File: src/rtl/sd_spi_pkg.sv
`default_nettype none

package sd_spi_pkg;

  // widths with a meaning on the card link and the log path
  typedef logic [5:0]  sd_cmd_index_t;
  typedef logic [31:0] sd_arg_t;
  typedef logic [7:0]  sd_r1_t;
  typedef logic [6:0]  crc7_t;
  typedef logic [8:0]  clk_div_t;
  typedef logic [7:0]  log_byte_t;
  typedef logic [4:0]  credit_t;

  // half periods in clk cycles, 400 kHz and 25 MHz from 100 MHz
  localparam clk_div_t CLK_DIV_SLOW = 9'd125;
  localparam clk_div_t CLK_DIV_FAST = 9'd2;

  // counted in card clocks
  localparam int POWER_UP_CLOCKS     = 80;
  localparam int RESP_TIMEOUT_CLOCKS = 64;

  // 115200 baud at 100 MHz
  localparam int UART_CLKS_PER_BIT = 868;

  localparam int CMD0_RETRIES   = 10;
  localparam int ACMD41_RETRIES = 20;

  // also the credit count after reset
  localparam int LOG_FIFO_DEPTH = 16;

  localparam sd_cmd_index_t CMD_GO_IDLE       = 6'd0;
  localparam sd_cmd_index_t CMD_SEND_IF_COND  = 6'd8;
  localparam sd_cmd_index_t CMD_READ_OCR      = 6'd58;
  localparam sd_cmd_index_t CMD_APP_CMD       = 6'd55;
  localparam sd_cmd_index_t ACMD_SEND_OP_COND = 6'd41;

  // 2.7-3.6 V range and check pattern AA
  localparam sd_arg_t ARG_IF_COND = 32'h0000_01AA;
  // host supports high capacity cards
  localparam sd_arg_t ARG_HCS     = 32'h4000_0000;

  localparam sd_r1_t R1_IDLE         = 8'h01;
  localparam sd_r1_t R1_READY        = 8'h00;
  localparam sd_r1_t R1_ILLEGAL_IDLE = 8'h05;

endpackage

`default_nettype wire

File: src/rtl/sd_clock_gen.sv
`timescale 1ns/10ps
`default_nettype none

module sd_clock_gen (
  input  logic clk,
  input  logic reset,
  input  logic fast,
  output logic sd_cclk,
  output logic rise,
  output logic fall
);
  import sd_spi_pkg::*;

  clk_div_t div_cnt;
  clk_div_t half_period;
  logic     toggle;

  assign toggle = (div_cnt == half_period - clk_div_t'(1));

  always_ff @(posedge clk) begin
    if (reset) begin
      div_cnt     <= '0;
      half_period <= CLK_DIV_SLOW;
      sd_cclk     <= 1'b0;
      rise        <= 1'b0;
      fall        <= 1'b0;
    end else begin
      // strobes line up with the cycle the line itself changes
      rise <= toggle && !sd_cclk;
      fall <= toggle && sd_cclk;
      if (toggle) begin
        div_cnt <= '0;
        sd_cclk <= ~sd_cclk;
        // new rate applies from the next half period on
        half_period <= fast ? CLK_DIV_FAST : CLK_DIV_SLOW;
      end else begin
        div_cnt <= div_cnt + clk_div_t'(1);
      end
    end
  end

endmodule

`default_nettype wire

File: src/rtl/sd_cmd_tx.sv
`timescale 1ns/10ps
`default_nettype none

module sd_cmd_tx (
  input  logic                      clk,
  input  logic                      reset,
  input  logic                      rise,
  input  logic                      fall,
  input  logic                      cmd_start,
  input  sd_spi_pkg::sd_cmd_index_t cmd_index,
  input  sd_spi_pkg::sd_arg_t       cmd_arg,
  output logic                      sd_mosi,
  output logic                      cmd_done
);
  import sd_spi_pkg::*;

  logic [39:0] shift_q;
  crc7_t       crc_q;
  logic [5:0]  bit_cnt;
  logic        busy;
  logic        crc_fb;

  // x^7 + x^3 + 1, fed with the bit going out
  assign crc_fb = shift_q[39] ^ crc_q[6];

  // 48 falls done, card takes the end bit at this rise
  assign cmd_done = busy && rise && (bit_cnt == 6'd48);

  always_ff @(posedge clk) begin
    if (reset) begin
      busy    <= 1'b0;
      bit_cnt <= '0;
      sd_mosi <= 1'b1;
    end else if (cmd_start) begin
      busy    <= 1'b1;
      bit_cnt <= '0;
    end else if (cmd_done) begin
      busy <= 1'b0;
    end else if (busy && fall && (bit_cnt != 6'd48)) begin
      bit_cnt <= bit_cnt + 6'd1;
      if (bit_cnt < 6'd40) begin
        sd_mosi <= shift_q[39];
      end else if (bit_cnt < 6'd47) begin
        sd_mosi <= crc_q[6];
      end else begin
        // end bit, also the idle level
        sd_mosi <= 1'b1;
      end
    end
  end

  always_ff @(posedge clk) begin
    if (cmd_start) begin
      shift_q <= {2'b01, cmd_index, cmd_arg};
      crc_q   <= '0;
    end else if (busy && fall) begin
      if (bit_cnt < 6'd40) begin
        shift_q <= {shift_q[38:0], 1'b0};
        crc_q   <= {crc_q[5:3], crc_q[2] ^ crc_fb, crc_q[1:0], crc_fb};
      end else begin
        crc_q <= {crc_q[5:0], 1'b0};
      end
    end
  end

  // sequencer waits for cmd_done before the next frame
  assert property (@(posedge clk) disable iff (reset) cmd_start |-> !busy);

endmodule

`default_nettype wire

File: src/rtl/sd_resp_rx.sv
`timescale 1ns/10ps
`default_nettype none

module sd_resp_rx (
  input  logic                clk,
  input  logic                reset,
  input  logic                rise,
  input  logic                sd_miso,
  input  logic                resp_start,
  input  logic                resp_long,
  output logic                resp_valid,
  output logic                resp_timeout,
  output sd_spi_pkg::sd_r1_t  resp_r1,
  output sd_spi_pkg::sd_arg_t resp_tail
);
  import sd_spi_pkg::*;

  logic [39:0] cap_q;
  logic [5:0]  wait_cnt;
  logic [5:0]  bit_cnt;
  logic [5:0]  bit_need;
  logic        waiting;
  logic        capturing;
  logic        long_q;

  // R1 alone or R1 followed by 32 bits for R3 and R7
  assign bit_need  = long_q ? 6'd40 : 6'd8;
  assign resp_r1   = long_q ? cap_q[39:32] : cap_q[7:0];
  assign resp_tail = long_q ? cap_q[31:0] : '0;

  always_ff @(posedge clk) begin
    if (reset) begin
      waiting      <= 1'b0;
      capturing    <= 1'b0;
      long_q       <= 1'b0;
      wait_cnt     <= '0;
      bit_cnt      <= '0;
      resp_valid   <= 1'b0;
      resp_timeout <= 1'b0;
    end else begin
      resp_valid   <= 1'b0;
      resp_timeout <= 1'b0;
      if (resp_start) begin
        waiting   <= 1'b1;
        capturing <= 1'b0;
        long_q    <= resp_long;
        wait_cnt  <= '0;
        bit_cnt   <= '0;
      end else if (rise && waiting) begin
        if (!sd_miso) begin
          // start bit is the MSB of R1
          waiting   <= 1'b0;
          capturing <= 1'b1;
          bit_cnt   <= 6'd1;
        end else if (wait_cnt == 6'(RESP_TIMEOUT_CLOCKS - 1)) begin
          waiting      <= 1'b0;
          resp_timeout <= 1'b1;
        end else begin
          wait_cnt <= wait_cnt + 6'd1;
        end
      end else if (rise && capturing) begin
        bit_cnt <= bit_cnt + 6'd1;
        if (bit_cnt == bit_need - 6'd1) begin
          capturing  <= 1'b0;
          resp_valid <= 1'b1;
        end
      end
    end
  end

  always_ff @(posedge clk) begin
    if (rise && ((waiting && !sd_miso) || capturing)) begin
      cap_q <= {cap_q[38:0], sd_miso};
    end
  end

  // a new response starts only after the previous one has ended
  assert property (@(posedge clk) disable iff (reset) resp_start |-> !(waiting || capturing));

endmodule

`default_nettype wire

File: src/rtl/sd_init_seq.sv
`timescale 1ns/10ps
`default_nettype none

module sd_init_seq (
  input  logic                      clk,
  input  logic                      reset,
  input  logic                      rise,
  input  logic                      cmd_done,
  input  logic                      resp_valid,
  input  logic                      resp_timeout,
  input  sd_spi_pkg::sd_r1_t        resp_r1,
  input  sd_spi_pkg::sd_arg_t       resp_tail,
  input  logic                      log_credit,
  output logic                      fast,
  output logic                      sd_cs,
  output logic                      cmd_start,
  output sd_spi_pkg::sd_cmd_index_t cmd_index,
  output sd_spi_pkg::sd_arg_t       cmd_arg,
  output logic                      resp_start,
  output logic                      resp_long,
  output logic                      log_valid,
  output sd_spi_pkg::log_byte_t     log_byte,
  output logic                      init_done,
  output logic                      init_error,
  output logic                      card_hc
);
  import sd_spi_pkg::*;

  typedef enum logic [3:0] {
    ST_POWER_UP,
    ST_SEND,
    ST_CMD_WAIT,
    ST_RESP_WAIT,
    ST_LOG_RESP,
    ST_LOG_TIMEOUT,
    ST_DECIDE,
    ST_DONE,
    ST_ERROR
  } state_t;

  state_t     state;
  logic [6:0] power_cnt;
  logic [4:0] retry_cnt;
  logic [1:0] log_idx;
  sd_r1_t     r1_q;
  sd_arg_t    tail_q;
  credit_t    credits;

  // upper case hex digit
  function automatic log_byte_t hex_char(input logic [3:0] nib);
    return (nib < 4'd10) ? (8'h30 + {4'h0, nib}) : (8'h37 + {4'h0, nib});
  endfunction

  always_ff @(posedge clk) begin
    if (reset) begin
      state      <= ST_POWER_UP;
      power_cnt  <= '0;
      retry_cnt  <= '0;
      log_idx    <= '0;
      sd_cs      <= 1'b1;
      fast       <= 1'b0;
      cmd_start  <= 1'b0;
      cmd_index  <= CMD_GO_IDLE;
      cmd_arg    <= '0;
      resp_start <= 1'b0;
      resp_long  <= 1'b0;
      log_valid  <= 1'b0;
      log_byte   <= '0;
      init_done  <= 1'b0;
      init_error <= 1'b0;
      card_hc    <= 1'b0;
    end else begin
      cmd_start  <= 1'b0;
      resp_start <= 1'b0;
      log_valid  <= 1'b0;
      case (state)
        ST_POWER_UP: begin
          // card wants its clocks with chip select high first
          if (rise) begin
            if (power_cnt == 7'(POWER_UP_CLOCKS - 1)) begin
              sd_cs <= 1'b0;
              state <= ST_SEND;
            end else begin
              power_cnt <= power_cnt + 7'd1;
            end
          end
        end
        ST_SEND: begin
          cmd_start <= 1'b1;
          state     <= ST_CMD_WAIT;
        end
        ST_CMD_WAIT: begin
          if (cmd_done) begin
            resp_start <= 1'b1;
            resp_long  <= (cmd_index == CMD_SEND_IF_COND) || (cmd_index == CMD_READ_OCR);
            state      <= ST_RESP_WAIT;
          end
        end
        ST_RESP_WAIT: begin
          if (resp_timeout) begin
            state <= ST_LOG_TIMEOUT;
          end else if (resp_valid) begin
            state <= ST_LOG_RESP;
          end
        end
        ST_LOG_RESP: begin
          // three bytes go out back to back once credits cover all of them
          if ((log_idx != 2'd0) || (credits >= credit_t'(3))) begin
            log_valid <= 1'b1;
            case (log_idx)
              2'd0:    log_byte <= "r";
              2'd1:    log_byte <= hex_char(r1_q[7:4]);
              default: log_byte <= hex_char(r1_q[3:0]);
            endcase
            if (log_idx == 2'd2) begin
              log_idx <= '0;
              state   <= ST_DECIDE;
            end else begin
              log_idx <= log_idx + 2'd1;
            end
          end
        end
        ST_LOG_TIMEOUT: begin
          if (credits != '0) begin
            log_valid <= 1'b1;
            log_byte  <= "e";
            state     <= ST_ERROR;
          end
        end
        ST_DECIDE: begin
          state <= ST_SEND;
          case (cmd_index)
            CMD_GO_IDLE: begin
              if (r1_q == R1_IDLE) begin
                retry_cnt <= '0;
                cmd_index <= CMD_SEND_IF_COND;
                cmd_arg   <= ARG_IF_COND;
              end else if (retry_cnt == 5'(CMD0_RETRIES - 1)) begin
                state <= ST_ERROR;
              end else begin
                retry_cnt <= retry_cnt + 5'd1;
              end
            end
            CMD_SEND_IF_COND: begin
              // older cards reject CMD8, newer ones echo voltage and pattern
              if ((r1_q == R1_ILLEGAL_IDLE) ||
                  ((r1_q == R1_IDLE) && (tail_q[11:0] == ARG_IF_COND[11:0]))) begin
                cmd_index <= CMD_READ_OCR;
                cmd_arg   <= '0;
              end else begin
                state <= ST_ERROR;
              end
            end
            CMD_READ_OCR: begin
              if (r1_q == R1_IDLE) begin
                // OCR bit 30 is CCS
                card_hc   <= tail_q[30];
                cmd_index <= CMD_APP_CMD;
                cmd_arg   <= '0;
              end else begin
                state <= ST_ERROR;
              end
            end
            CMD_APP_CMD: begin
              cmd_index <= ACMD_SEND_OP_COND;
              cmd_arg   <= ARG_HCS;
            end
            default: begin
              if (r1_q == R1_READY) begin
                state <= ST_DONE;
              end else if ((r1_q == R1_IDLE) && (retry_cnt != 5'(ACMD41_RETRIES - 1))) begin
                retry_cnt <= retry_cnt + 5'd1;
                cmd_index <= CMD_APP_CMD;
                cmd_arg   <= '0;
              end else begin
                state <= ST_ERROR;
              end
            end
          endcase
        end
        ST_DONE: begin
          init_done <= 1'b1;
          fast      <= 1'b1;
        end
        default: begin
          init_error <= 1'b1;
        end
      endcase
    end
  end

  always_ff @(posedge clk) begin
    if ((state == ST_RESP_WAIT) && resp_valid) begin
      r1_q   <= resp_r1;
      tail_q <= resp_tail;
    end
  end

  // one credit per byte sent, one back per byte the UART takes
  always_ff @(posedge clk) begin
    if (reset) begin
      credits <= credit_t'(LOG_FIFO_DEPTH);
    end else if (log_credit && !log_valid) begin
      credits <= credits + credit_t'(1);
    end else if (!log_credit && log_valid) begin
      credits <= credits - credit_t'(1);
    end
  end

  assert property (@(posedge clk) disable iff (reset) credits <= credit_t'(LOG_FIFO_DEPTH));

endmodule

`default_nettype wire

File: src/rtl/uart_log_tx.sv
`timescale 1ns/10ps
`default_nettype none

module uart_log_tx (
  input  logic                  clk,
  input  logic                  reset,
  input  logic                  log_valid,
  input  sd_spi_pkg::log_byte_t log_byte,
  output logic                  log_credit,
  output logic                  uart_tx
);
  import sd_spi_pkg::*;

  typedef enum logic [1:0] {
    S_IDLE,
    S_START,
    S_DATA,
    S_STOP
  } tx_state_t;

  log_byte_t  fifo_mem [LOG_FIFO_DEPTH];
  logic [3:0] wr_ptr;
  logic [3:0] rd_ptr;
  logic [4:0] fill;
  tx_state_t  tx_state;
  log_byte_t  tx_byte;
  logic [9:0] baud_cnt;
  logic [2:0] bit_idx;
  logic       period_end;
  logic       pop;

  assign period_end = (baud_cnt == 10'(UART_CLKS_PER_BIT - 1));
  // next byte follows the stop bit without a gap
  assign pop = (fill != '0) && ((tx_state == S_IDLE) || ((tx_state == S_STOP) && period_end));

  always_ff @(posedge clk) begin
    if (log_valid) begin
      fifo_mem[wr_ptr] <= log_byte;
    end
    if (pop) begin
      tx_byte <= fifo_mem[rd_ptr];
    end
  end

  always_ff @(posedge clk) begin
    if (reset) begin
      wr_ptr     <= '0;
      rd_ptr     <= '0;
      fill       <= '0;
      tx_state   <= S_IDLE;
      baud_cnt   <= '0;
      bit_idx    <= '0;
      uart_tx    <= 1'b1;
      log_credit <= 1'b0;
    end else begin
      log_credit <= pop;
      if (log_valid) begin
        wr_ptr <= wr_ptr + 4'd1;
      end
      if (pop) begin
        rd_ptr <= rd_ptr + 4'd1;
      end
      case ({log_valid, pop})
        2'b10:   fill <= fill + 5'd1;
        2'b01:   fill <= fill - 5'd1;
        default: fill <= fill;
      endcase
      if ((tx_state == S_IDLE) || period_end) begin
        baud_cnt <= '0;
      end else begin
        baud_cnt <= baud_cnt + 10'd1;
      end
      if (pop) begin
        tx_state <= S_START;
        uart_tx  <= 1'b0;
      end else if (period_end) begin
        case (tx_state)
          S_START: begin
            tx_state <= S_DATA;
            bit_idx  <= '0;
            uart_tx  <= tx_byte[0];
          end
          S_DATA: begin
            // LSB first
            if (bit_idx == 3'd7) begin
              tx_state <= S_STOP;
              uart_tx  <= 1'b1;
            end else begin
              bit_idx <= bit_idx + 3'd1;
              uart_tx <= tx_byte[bit_idx + 3'd1];
            end
          end
          default: begin
            tx_state <= S_IDLE;
          end
        endcase
      end
    end
  end

  // credits on the sender side keep the FIFO from overflowing
  assert property (@(posedge clk) disable iff (reset) log_valid |-> (fill != 5'(LOG_FIFO_DEPTH)));

endmodule

`default_nettype wire

File: src/rtl/sd_spi_init_top.sv
`timescale 1ns/10ps
`default_nettype none

module sd_spi_init_top (
  input  logic clk,
  input  logic reset,
  input  logic sd_miso,
  output logic sd_cclk,
  output logic sd_mosi,
  output logic sd_cs,
  output logic uart_tx,
  output logic init_done,
  output logic init_error,
  output logic card_hc
);
  import sd_spi_pkg::*;

  logic          rise;
  logic          fall;
  logic          fast;
  logic          cmd_start;
  sd_cmd_index_t cmd_index;
  sd_arg_t       cmd_arg;
  logic          cmd_done;
  logic          resp_start;
  logic          resp_long;
  logic          resp_valid;
  logic          resp_timeout;
  sd_r1_t        resp_r1;
  sd_arg_t       resp_tail;
  logic          log_valid;
  log_byte_t     log_byte;
  logic          log_credit;

  // all port names match the wires above
  sd_clock_gen sd_clock_gen_i (.*);

  sd_cmd_tx sd_cmd_tx_i (.*);

  sd_resp_rx sd_resp_rx_i (.*);

  sd_init_seq sd_init_seq_i (.*);

  uart_log_tx uart_log_tx_i (.*);

endmodule

`default_nettype wire

File: config.mk
export PLATFORM = sky130hd
export DESIGN_NAME = sd_spi_init_top
export DESIGN_NICKNAME = d
export VERILOG_FILES = /design/src/rtl/sd_spi_pkg.sv /design/src/rtl/sd_clock_gen.sv /design/src/rtl/sd_cmd_tx.sv /design/src/rtl/sd_resp_rx.sv /design/src/rtl/sd_init_seq.sv /design/src/rtl/uart_log_tx.sv /design/src/rtl/sd_spi_init_top.sv
export SDC_FILE = /design/constraint.sdc
export NUM_CORES = 1
export LEC_CHECK = 0
export BUFFER_PORTS_ARGS = -buffer_cell sky130_fd_sc_hd__buf_4
export CAP_MARGIN = 20
export CORE_ASPECT_RATIO = 0.8
export CORE_MARGIN = 10
export CORE_UTILIZATION = 55
export CTS_CLUSTER_DIAMETER = 200
export CTS_CLUSTER_SIZE = 25
export DETAILED_ROUTE_END_ITERATION = 16
export PLACE_DENSITY = 0.76
export RECOVER_POWER = 50
export SYNTH_ARGS = -nofsm -noshare
export SYNTH_HDL_FRONTEND = slang
export SYNTH_HIERARCHICAL = 1
export SYNTH_SLANG_ARGS = --single-unit
File: constraint.sdc
create_clock -name clk -period 5.9 [get_ports clk]
set_clock_uncertainty 0.2 [all_clocks]
set_input_delay 1.77 -clock clk [delete_from_list [all_inputs] [get_ports clk]]
set_output_delay 1.77 -clock clk [all_outputs]
set_load 0.02 [all_outputs]
==> reports/results.txt, run 1 <==
Switch Pwr: 0.001272 W
Drt total wl: 26,930 µm
Drt first pass iters: 5
Worst Setup Path Type: reg -> reg
Core area: 0.02828 mm²
Maxcap violations: 1
Flop pwr share: 0.572
Area post-placement: 0.01598 mm²
Failing checks: max-capacitance violations, max-slew violations
Via count: 9,066
Die X: 209.5 µm
Vias per inst: 5.771
CTS buffer count: 18
Nets: 1,228
Crit path required time: 6.12 ns
FF+latch area: 0.009520 mm²
Design area: 0.01653 mm²
Critical-path maximum fanout: 11
Final setup TNS: 0 ns
# setup viols final: 0
Int Pwr: 0.003770 W
CTS max path bufs: 3
Die Span Y: 171.6 µm
Dpl ws: 2.172 ns
Leakage power: 5.448 nW
Vias in the first global route: 8,499
Routed WL per cell: 17.14 µm
Synth Warn #: 6
Global-route wire length before repair: 43,700 µm
Hold buffers post-CTS: 0
Arrival time worst endpoint: 4.00 ns
Worst hold path type: reg -> reg
Clock-pin slew on the worst setup and hold paths: 0.10 ns
# diodes: 0
I/O pin count: 10
Initial core utilization: 0.5586
CTS Sinks: 358
HPWL after DPL: 17,370 µm
Critical path capture point type: register
Final Hold Vio Count: 0
Site row count: 55
Synthesized cell area: 0.01580 mm²
PortBufs: 9
Clk pwr share: 0.274
Final ANT Viol Nets: 0
Hold Path Stages: 0
Post_cts resized: 0
Max rail drop VDD: 0.2349 mV
Proportion of layout cells with a drive suffix above 1: 0.1307
Tmin final: 3.776 ns
Outcome: finished, violations left
Fin crit share: 0.6400
Clk_lat worst skew: 0.52 ns
Post-synthesis cell count: 1,213
Slew HR: -0.2989
RSZ-0062 raised after global routing: no
Area of the multi-input gates: 0.005784 mm²
Fillcell total: 2,237
Gpl congestion: 0.8292
Initial antenna violation count: 0
Clock root cell: clkbuf_16
Post-CTS setup buffers: 0
Largest net degree at the start of global routing: 78
H-tree depth: 1
Sw Share: 0.2523
Setup WS post-layout: 2.124 ns
Die area: 0.03595 mm²
Type of origin of the critical path: register
Worst reg2reg path depth: 12
Grt ovf: 0
Drt drc: 0
Peak Freq: 0.2648 GHz
Actual slew at the worst max-slew pin: 1.946 ns
R2r setup slk: 2.12 ns
DRT iter0 DRCs: 723
Avg Cell Area, Syn: 13.03 µm²
Logic pwr share: 0.154
Syn-to-layout area delta: 4.648%
CTS tree: yes
Overall routing resource usage: 0.1449
Slew Limit Fails: 51
PwrDens: 305.0 mW/mm²
## stage by stage
step / util / std cells / power, W / hold WS [ns]
final: 0.5846 / 1571 / 0.005043 / 0.2211
after global routing: 0.5846 / 1571 / 0.005284 / 0.2340
after CTS: 0.5841 / 1570 / 0.005077 / 0.2275
after detailed placement: 0.5650 / 1538 / 0.003712 / 0.2045
after global placement: 0.5650 / 1538 / 0.003684 / 0.2041
after floorplan: - / 1239 / 0.003564 / 0.2003
## area by class of cell
class | instances | share of cell area
clock buffer | 31 | 0.03148
clock inverter | 1 | 0.001211
inverter | 30 | 0.006810
multi-input combinational | 767 | 0.3498
sequential | 358 | 0.5758
tap | 370 | 0.02800
timing repair buffer | 14 | 0.006886
## power by group through the flow
stage / Clock (W) / Combinational [W] / Sequential (W)
after CTS: 0.00142 / 0.000770 / 0.00289
after global routing: 0.00152 / 0.000859 / 0.00291
after floorplan: 0 / 0.000683 / 0.00288
after detailed placement: 0 / 0.000765 / 0.00295
after global placement: 0 / 0.000742 / 0.00294
final: 0.00138 / 0.000777 / 0.00289
## worst max-delay path, stage by stage (launching register included)
cell and delay, ns:
dfxtp_1 0.38, ha_1 0.28, nor4b_4 0.41, a41oi_4 0.23, or2_1 0.31, inv_1 0.33
ha_1 0.40, xor2_1 0.12, ha_1 0.23, a211o_1 0.27, nand2_1 0.06, a32o_1 0.12
mux2_2 0.32
## path summary, 6_finish.rpt
check / from / end
setup / recovery: uart_log_tx_i/baud_cnt[0] / uart_log_tx_i/fill[4]
hold / removal: sd_resp_rx_i/cap_q[14] / sd_resp_rx_i/cap_q[15]
hold reg to reg: sd_resp_rx_i/cap_q[14] / sd_resp_rx_i/cap_q[15]
setup reg to reg: uart_log_tx_i/baud_cnt[0] / uart_log_tx_i/fill[4]
## sequential cells by signal, summed over array words and instances, names as in the netlist, 3 cells and up
signal                   cells
uart_log_tx_i/fifo_mem     128
sd_cmd_tx_i/shift_q         40
sd_resp_rx_i/cap_q          40
sd_init_seq_i/tail_q        13
uart_log_tx_i/baud_cnt      10
sd_clock_gen_i/div_cnt       9
sd_init_seq_i/r1_q           8
uart_log_tx_i/tx_byte        8
sd_cmd_tx_i/crc_q            7
sd_init_seq_i/log_byte       7
sd_init_seq_i/power_cnt      7
sd_cmd_tx_i/bit_cnt          6
sd_resp_rx_i/bit_cnt         6
sd_resp_rx_i/wait_cnt        6
sd_init_seq_i/cmd_index      5
sd_init_seq_i/credits        5
sd_init_seq_i/retry_cnt      5
uart_log_tx_i/fill           5
sd_init_seq_i/state          4
uart_log_tx_i/rd_ptr         4
uart_log_tx_i/wr_ptr         4
uart_log_tx_i/bit_idx        3
## cell usage in the layout, fill, tap and decap left out, drive strengths merged, types with 6 or more instances in the layout
cell    count
nor4b       7
nand4      10
o21ai      31
a21o        8
or4         6
inv        31
mux2i      19
clkbuf     32
ha         35
nor2      102
xnor2      24
nand3      31
and3       13
or3        10
nand2b      8
buf        13
nor4        7
conb       27
edfxtp    235
a31oi       8
nor2b      16
o31ai       8
mux4       34
o21a        6
a211oi     13
and2       38
dfxtp     123
a21oi      70
nor3       29
nor3b       7
mux2       47
xor2       25
nand2      60
## per-layer routing
metal / vias up / wire length (µm) / global-route usage / share of wire
met2: 190 / 12350 / 0.2319 / 0.46
met5: - / 0 / 0 / 0
met3: 27 / 1134 / 0.01957 / 0.042
met4: 0 / 407 / 0.02966 / 0.015
li1: 4388 / - / - / -
met1: 4461 / 13040 / 0.2073 / 0.48
Note: power is estimated with default switching activity, not from simulation.
==> inputs of run 2 (changes only) <==
- PLACE_DENSITY: 0.76 -> 0.78
- clock period: 5.9 -> 3.41 ns (I/O delays scaled with it)
==> reports/results.txt, run 2 (synthesized netlist as in run 1, its figures left out) <==
Most flop-heavy register: uart_log_tx_i/fifo_mem
Clk pwr share: 0.268 (-0.006)
CTS max path bufs: 3 (unchanged)
Number of cells on the critical path: 12 (unchanged)
Syn-to-layout area delta: 5.171%
CP dominant cell by count: ha_2
Vias in the first global route: 8,847 (+4.1%)
Die X: 209.5 µm (unchanged)
FF+latch area: 0.009520 mm² (unchanged)
Worst Setup Path Type: reg -> reg
Initial core utilization: 0.5586 (unchanged)
# setup viols final: 0 (unchanged)
Most frequent cells in the layout: edfxtp_1, dfxtp_1, nor2_1, a21oi_1, nand2_1
Final setup TNS: 0 ns (unchanged)
Worst hold path type: reg -> reg
Final Hold Vio Count: 0 (unchanged)
Initial antenna violation count: 0 (unchanged)
CTS tree: yes
Drt total wl: 27,400 µm (+1.8%)
Slew HR: 0.2164 (+0.5153)
Critical-path maximum fanout: 9 (-2)
H-tree depth: 1 (unchanged)
Global route hottest layer: met2
Clock-pin slew on the worst setup and hold paths: 0.10 ns (about the same)
Arrival time worst endpoint: 3.37 ns (-0.63 ns)
Type of origin of the critical path: register
Vias per inst: 5.770 (about the same)
Via count: 9,140 (+0.82%)
Sw Share: 0.2495 (-0.002806)
RSZ-0062 raised after global routing: no
Tmin final: 3.166 ns (-0.6101 ns)
Crit path required time: 3.62 ns (-2.50 ns)
Fillcell total: 2,172 (-2.9%)
Clock root cell: clkbuf_16
Area of the multi-input gates: 0.005777 mm² (-0.13%)
Drt drc: 0 (unchanged)
PwrDens: 527.8 mW/mm² (+73%)
CTS buffer count: 18 (unchanged)
CP max stage delay: 0.39 ns (-0.02 ns)
Slew Limit Fails: 0 (-100%)
Crit-path slowest cell: dfxtp_1
Leakage power: 5.504 nW (+1.0%)
Int Pwr: 0.006582 W (+75%)
Largest registers: uart_log_tx_i/fifo_mem: 128 flops, sd_cmd_tx_i/shift_q: 40 flops, sd_resp_rx_i/cap_q: 40 flops
Die area: 0.03595 mm² (unchanged)
Reg-to-reg endpoint: uart_log_tx_i/fill[4]
Proportion of layout cells with a drive suffix above 1: 0.1392 (+0.008485)
Maxcap violations: 0 (-1)
Drt first pass iters: 5 (unchanged)
Actual slew at the worst max-slew pin: 1.175 ns (-0.7703 ns)
HP Start: sd_resp_rx_i/cap_q[17]
Worst Hold End: sd_resp_rx_i/cap_q[18]
Critical path capture point type: register
Met3 Usage GRT: 0.02211 (+0.002537)
Number of flip-flops under the largest register name: 128 (unchanged)
Worst reg2reg path depth: 12 (unchanged)
Fin crit share: 0.9284 (+0.2884)
M1 GR Usage: 0.2098 (+0.002416)
Largest net degree at the start of global routing: 49 (-37%)
Die Span Y: 171.6 µm (unchanged)
I/O pin count: 10 (unchanged)
Clk_lat worst skew: 0.51 ns (about the same)
Commonest non-fill, non-tap cell in the layout: edfxtp_1
Routed WL per cell: 17.30 µm (+0.92%)
Crit-path cells: ha_2 > nor4b_4 > a41oi_4 > or2_1 > inv_2 > ha_2 > xor2_1 > ha_1 > a211o_1 > nand2_1 > a32o_1 > mux2_2
Met2 GRT Util: 0.2487 (+0.01684)
Buf/Inv on CP: 1 (unchanged)
Gpl congestion: 0.8685 (+4.7%)
Peak Freq: 0.3159 GHz (+19%)
Site row count: 55 (unchanged)
Final ANT Viol Nets: 0 (unchanged)
Placed cells: 1,552 (+0.91%)
Overall routing resource usage: 0.1508 (+0.005865)
Global-route wire length before repair: 45,310 µm (+3.7%)
Logic pwr share: 0.166 (+0.012)
Nets: 1,242 (+1.1%)
R2r setup slk: 0.24 ns (-1.88 ns)
Max rail drop VDD: 0.3272 mV (+39%)
CTS Sinks: 358 (unchanged)
Non-filler cells, final: 1,584 (+0.83%)
HPWL after DPL: 18,060 µm (+4.0%)
Hold Path Stages: 0 (unchanged)
Core area: 0.02828 mm² (unchanged)
Grt ovf: 0 (unchanged)
DRT iter0 DRCs: 715 (-1.1%)
Outcome: complete, no violations
Flop pwr share: 0.566 (-0.006)
Top delay family on crit path: adder cells
# diodes: 0 (unchanged)
Crit Reg-Reg Startpoint: uart_log_tx_i/baud_cnt[0]
Switch Pwr: 0.002188 W (+72%)
PortBufs: 9 (unchanged)
-- run 2: cell types whose count changed in the layout (fill, tap and decap cells not counted) --
cell / delta
buf_4: +11
clkbuf_1: +2
ha_1: -2
ha_2: +2
a211oi_1: +1
a211oi_4: -1
and4bb_1: +1
and4bb_2: -1
inv_1: -1
inv_2: +1
or2_0: +1
or2_1: -1
-- run 2: what timing repair did --
action / in CTS / in global routing
hold buffers: 0 / 0
buffers inserted: 0 / 1
gates resized for setup: 0 / 2
endpoints found under the setup margin: 0 / 2
-- run 2: per-stage QoR --
| stage | utilization | instance area, µm² | hold WS (ns) | setup slack (ns) | power, W |
|---|---|---|---|---|---|
| 3_3_place_gp | 0.5691 | 16100 | 0.2036 | 0.2525 | 0.006449 |
| 2_1_floorplan | - | 15900 | 0.2003 | 0.07804 | 0.006168 |
| 3_5_place_dp | 0.5691 | 16100 | 0.2056 | 0.1464 | 0.006517 |
| 6_report | 0.5875 | 16620 | 0.2163 | 0.2443 | 0.008771 |
| 4_1_cts | 0.5881 | 16630 | 0.2184 | 0.1244 | 0.008853 |
| 5_1_grt | 0.5875 | 16620 | 0.2169 | 0.02635 | 0.009198 |
-- run 2: layer usage --
| layer | wire length (µm) | share of wire |
|---|---|---|
| met5 | 0 | 0 |
| met4 | 378 | 0.014 |
| met3 | 1170 | 0.043 |
| met2 | 13090 | 0.48 |
| met1 | 12760 | 0.47 |
-- run 2: power by group through the flow --
stage	Sequential, W	Clock (W)	Combinational (W)
3_3_place_gp	0.00505	0	0.00140
3_5_place_dp	0.00506	0	0.00146
4_1_cts	0.00496	0.00243	0.00146
6_report	0.00496	0.00235	0.00145
5_1_grt	0.00499	0.00259	0.00162
2_1_floorplan	0.00498	0	0.00119
-- run 2: worst max-delay path by stage --
stage                                         start               endpoint  slack, ns
after global placement    uart_log_tx_i/baud_cnt[0]  uart_log_tx_i/fill[4]       0.25
after global routing      uart_log_tx_i/baud_cnt[0]  uart_log_tx_i/fill[4]       0.03
final                     uart_log_tx_i/baud_cnt[0]  uart_log_tx_i/fill[4]       0.24
after floorplan           uart_log_tx_i/baud_cnt[0]  uart_log_tx_i/fill[4]       0.08
after detailed placement  uart_log_tx_i/baud_cnt[0]  uart_log_tx_i/fill[4]       0.15
after CTS                 uart_log_tx_i/baud_cnt[0]  uart_log_tx_i/fill[4]       0.12
-- run 2: final cells by class --
cell class / instances / share of cell area
clock buffers: 30 / 0.03110
clock inverters: 1 / 0.001205
inverters: 30 / 0.006777
multi-input cells: 767 / 0.3476
flip-flops and latches: 358 / 0.5729
well taps: 370 / 0.02786
repair buffers: 28 / 0.01250
-- run 2: worst reg2reg max path, cell delays in order, from the launching register on --
cell	delay [ns]
dfxtp_1	0.39
ha_2	0.25
nor4b_4	0.29
a41oi_4	0.22
or2_1	0.29
inv_2	0.07
ha_2	0.26
xor2_1	0.10
ha_1	0.22
a211o_1	0.28
nand2_1	0.08
a32o_1	0.12
mux2_2	0.32
==> inputs of run 3 (changes only) <==
- CTS_CLUSTER_SIZE: 25 -> not set
- SYNTH_HIERARCHICAL: 1 -> not set
==> reports/results.txt, run 3 <==
Outcome: complete, no violations
Initial core utilization: 0.5639 (+0.005285)
Die X: 200.8 µm (-4.2%)
PortBufs: 9 (unchanged)
Global-route wire length before repair: 42,380 µm (-6.5%)
Tmin final: 3.111 ns (-0.05519 ns)
I/O pin count: 10 (unchanged)
Routed WL per cell: 17.20 µm (-0.57%)
Slew Limit Fails: 0 (unchanged)
Placed cells: 1,441 (-7.2%)
HPWL after DPL: 16,400 µm (-9.2%)
Most common cell in the netlist: edfxtp_1
Top delay family on crit path: simple AND/OR/NAND/NOR gates
Synth top cells by count: edfxtp_1, dfxtp_1, nor2_1
CP max stage delay: 0.47 ns (+0.08 ns)
PwrDens: 608.5 mW/mm² (+15%)
# setup viols final: 0 (unchanged)
Fillcell total: 1,902 (-12%)
Leakage power: 5.468 nW (-0.65%)
Final ANT Viol Nets: 0 (unchanged)
Overall routing resource usage: 0.1555 (+0.004695)
Initial antenna violation count: 0 (unchanged)
Critical-path maximum fanout: 8 (-1)
Vias per inst: 5.699 (-1.2%)
Avg Cell Area, Syn: 12.92 µm² (-0.79%)
Post-CTS setup buffers: 0 (unchanged)
H-tree depth: 2 (+1)
Crit-path cells: ha_1 > and4b_1 > a41oi_2 > nor2_2 > ha_1 > or3b_2 > a21boi_0 > nor3_1 > or3b_2 > a21oi_1
Post-synth EDFFs: 217
Critical path capture point type: register
Clock root cell: clkbuf_16
Most flop-heavy register: uart_log_tx_i.fifo_mem
Largest cells by area after synthesis: edfxtp_1, dfxtp_1, mux4_2, ha_1, nor2_1
FF+latch area: 0.008980 mm² (-5.7%)
Async set-reset flop share out of synthesis: 0
Type of origin of the critical path: register
Core area: 0.02550 mm² (-9.8%)
Cell taking the most area after synthesis: edfxtp_1
Post-synthesis cell count: 1,113 (-8.2%)
Worst Setup Path Type: reg -> reg
Crit path required time: 3.64 ns (+0.02 ns)
Main flop type after synthesis: edfxtp_1
Post-Syn Nets: 1,152
Yosys reg bits: 340
Arrival time worst endpoint: 3.34 ns (-0.03 ns)
CTS buffer count: 34 (+16)
Grt ovf: 0 (unchanged)
Int Pwr: 0.007429 W (+13%)
Flop pwr share: 0.480 (-0.086)
Gpl congestion: 0.8513 (-2.0%)
Logic pwr share: 0.127 (-0.039)
Hold buffers post-CTS: 0 (unchanged)
Peak Freq: 0.3215 GHz (+1.8%)
CTS tree: yes
Fin crit share: 0.9122 (-0.01618)
Via count: 8,566 (-6.3%)
M1 GR Usage: 0.2206 (+0.01081)
Commonest non-fill, non-tap cell in the layout: edfxtp_1
Met3 Usage GRT: 0.02918 (+0.007066)
RSZ-0062 raised after global routing: no
Most frequent cells in the layout: edfxtp_1, dfxtp_1, nor2_1, nand2_1, a21oi_1
Syn-to-layout area delta: 11.04%
Sw Share: 0.2355 (-0.01400)
Drt first pass iters: 5 (unchanged)
Largest registers: uart_log_tx_i.fifo_mem: 112 flops, sd_resp_rx_i.cap_q: 40 flops, sd_cmd_tx_i.shift_q: 39 flops
Synthesized cell area: 0.01438 mm² (-9.0%)
Synth Warn #: 0 (-6)
DRT iter0 DRCs: 732 (+2.4%)
Clk pwr share: 0.393 (+0.125)
Site row count: 52 (-5.5%)
Die area: 0.03306 mm² (-8.0%)
Global route hottest layer: met2
Drt total wl: 25,850 µm (-5.7%)
Yosys top cell area share: 0.4531
Post-synthesis sequential area ratio: 0.6243
Final Hold Vio Count: 0 (unchanged)
Buf/Inv on CP: 0 (-1)
CTS max path bufs: 3 (unchanged)
Die Span Y: 164.6 µm (-4.1%)
Worst hold path type: reg -> reg
Clock-pin slew on the worst setup and hold paths: 0.06 ns (-0.04 ns)
Fin Hold WS: 0.2178 ns (+0.001526 ns)
Largest net degree at the start of global routing: 51 (+4.1%)
Crit-path slowest cell: or3b_2
Clk_lat worst skew: 0.50 ns (about the same)
Maxcap violations: 0 (unchanged)
Number of flip-flops under the largest register name: 112 (-13%)
Distinct cell type count after synthesis: 78
Nets: 1,165 (-6.2%)
Final setup TNS: 0 ns (unchanged)
# diodes: 0 (unchanged)
Met2 GRT Util: 0.2407 (-0.008024)
CTS Sinks: 340 (-5.0%)
Actual slew at the worst max-slew pin: 1.141 ns (-0.03432 ns)
Non-filler cells, final: 1,503 (-5.1%)
Slew HR: 0.2393 (+0.02288)
Drt drc: 0 (unchanged)
Proportion of layout cells with a drive suffix above 1: 0.1302 (-0.009001)
Max rail drop VDD: 0.4089 mV (+25%)
Vias in the first global route: 8,253 (-6.7%)
Switch Pwr: 0.002289 W (+4.6%)
Area of the multi-input gates: 0.005080 mm² (-12%)
==> run 3: through the flow <==
| step | worst slack (ns) | total power [W] | utilization | area, µm² |
|---|---|---|---|---|
| finish | 0.2994 | 0.009717 | 0.6262 | 15970 |
| floorplan | 0.1652 | 0.005661 | - | 14390 |
| global placement | 0.3312 | 0.005928 | 0.5804 | 14800 |
| detailed placement | 0.2322 | 0.005976 | 0.5804 | 14800 |
| global route | 0.09801 | 0.01013 | 0.6262 | 15970 |
| CTS | 0.1995 | 0.009806 | 0.6262 | 15970 |
==> run 3: cell families after synthesis <==
family | after synthesis | share of synthesized area
AOI/OAI and AO/OA | 157 | 0.07264
xor gates and xnor gates | 55 | 0.03349
adders and majority gates | 36 | 0.03184
buffers and inverters | 85 | 0.02375
DFF | 340 | 0.6243
muxes | 59 | 0.07360
and+or+nand+nor | 381 | 0.1404
==> run 3: worst register-to-register path, stage by stage, from the launching register on <==
cell	delay, ns
dfxtp_1	0.37
ha_1	0.22
and4b_1	0.27
a41oi_2	0.18
nor2_2	0.15
ha_1	0.32
or3b_2	0.47
a21boi_0	0.21
nor3_1	0.07
or3b_2	0.43
a21oi_1	0.14
==> run 3: metal layers <==
layer  vias to the layer above  routed length (µm)
met3                        41                1288
met4                         0                 419
met1                      4208               12380
met2                       175               11760
met5                         -                   0
li1                       4142                   -
==> run 3: layout make-up <==
class	instances	share of cell area
flip-flops and latches	340	0.5623
multi-input cells	688	0.3181
clock buffers	49	0.06330
well taps	351	0.02750
clock inverters	13	0.009793
inverters	41	0.009637
repair buffers	21	0.009401
==> run 3: what timing repair did <==
| action | 4_1_cts | 5_1_grt |
|---|---|---|
| resized for setup | 0 | 1 |
| setup endpoints to repair | 0 | 1 |
| endpoints found under the hold margin | 0 | 0 |
==> run 3: final timing paths <==
kind | start | endpoint | slack (ns) | cells after the start
min reg2reg | sd_resp_rx_i.cap_q[12] | sd_resp_rx_i.cap_q[13] | 0.22 | 0
max | uart_log_tx_i.baud_cnt[0] | uart_log_tx_i.fill[3] | 0.30 | 10
min | sd_resp_rx_i.cap_q[12] | sd_resp_rx_i.cap_q[13] | 0.22 | 0
max reg2reg | uart_log_tx_i.baud_cnt[0] | uart_log_tx_i.fill[3] | 0.30 | 10
==> run 3: power groups by stage <==
stage	Combinational [W]	Sequential, W	Clock [W]
floorplan	0.000989	0.00467	0
global placement	0.00119	0.00474	0
detailed placement	0.00123	0.00475	0
CTS	0.00125	0.00466	0.00389
global route	0.00137	0.00468	0.00407
finish	0.00124	0.00466	0.00382
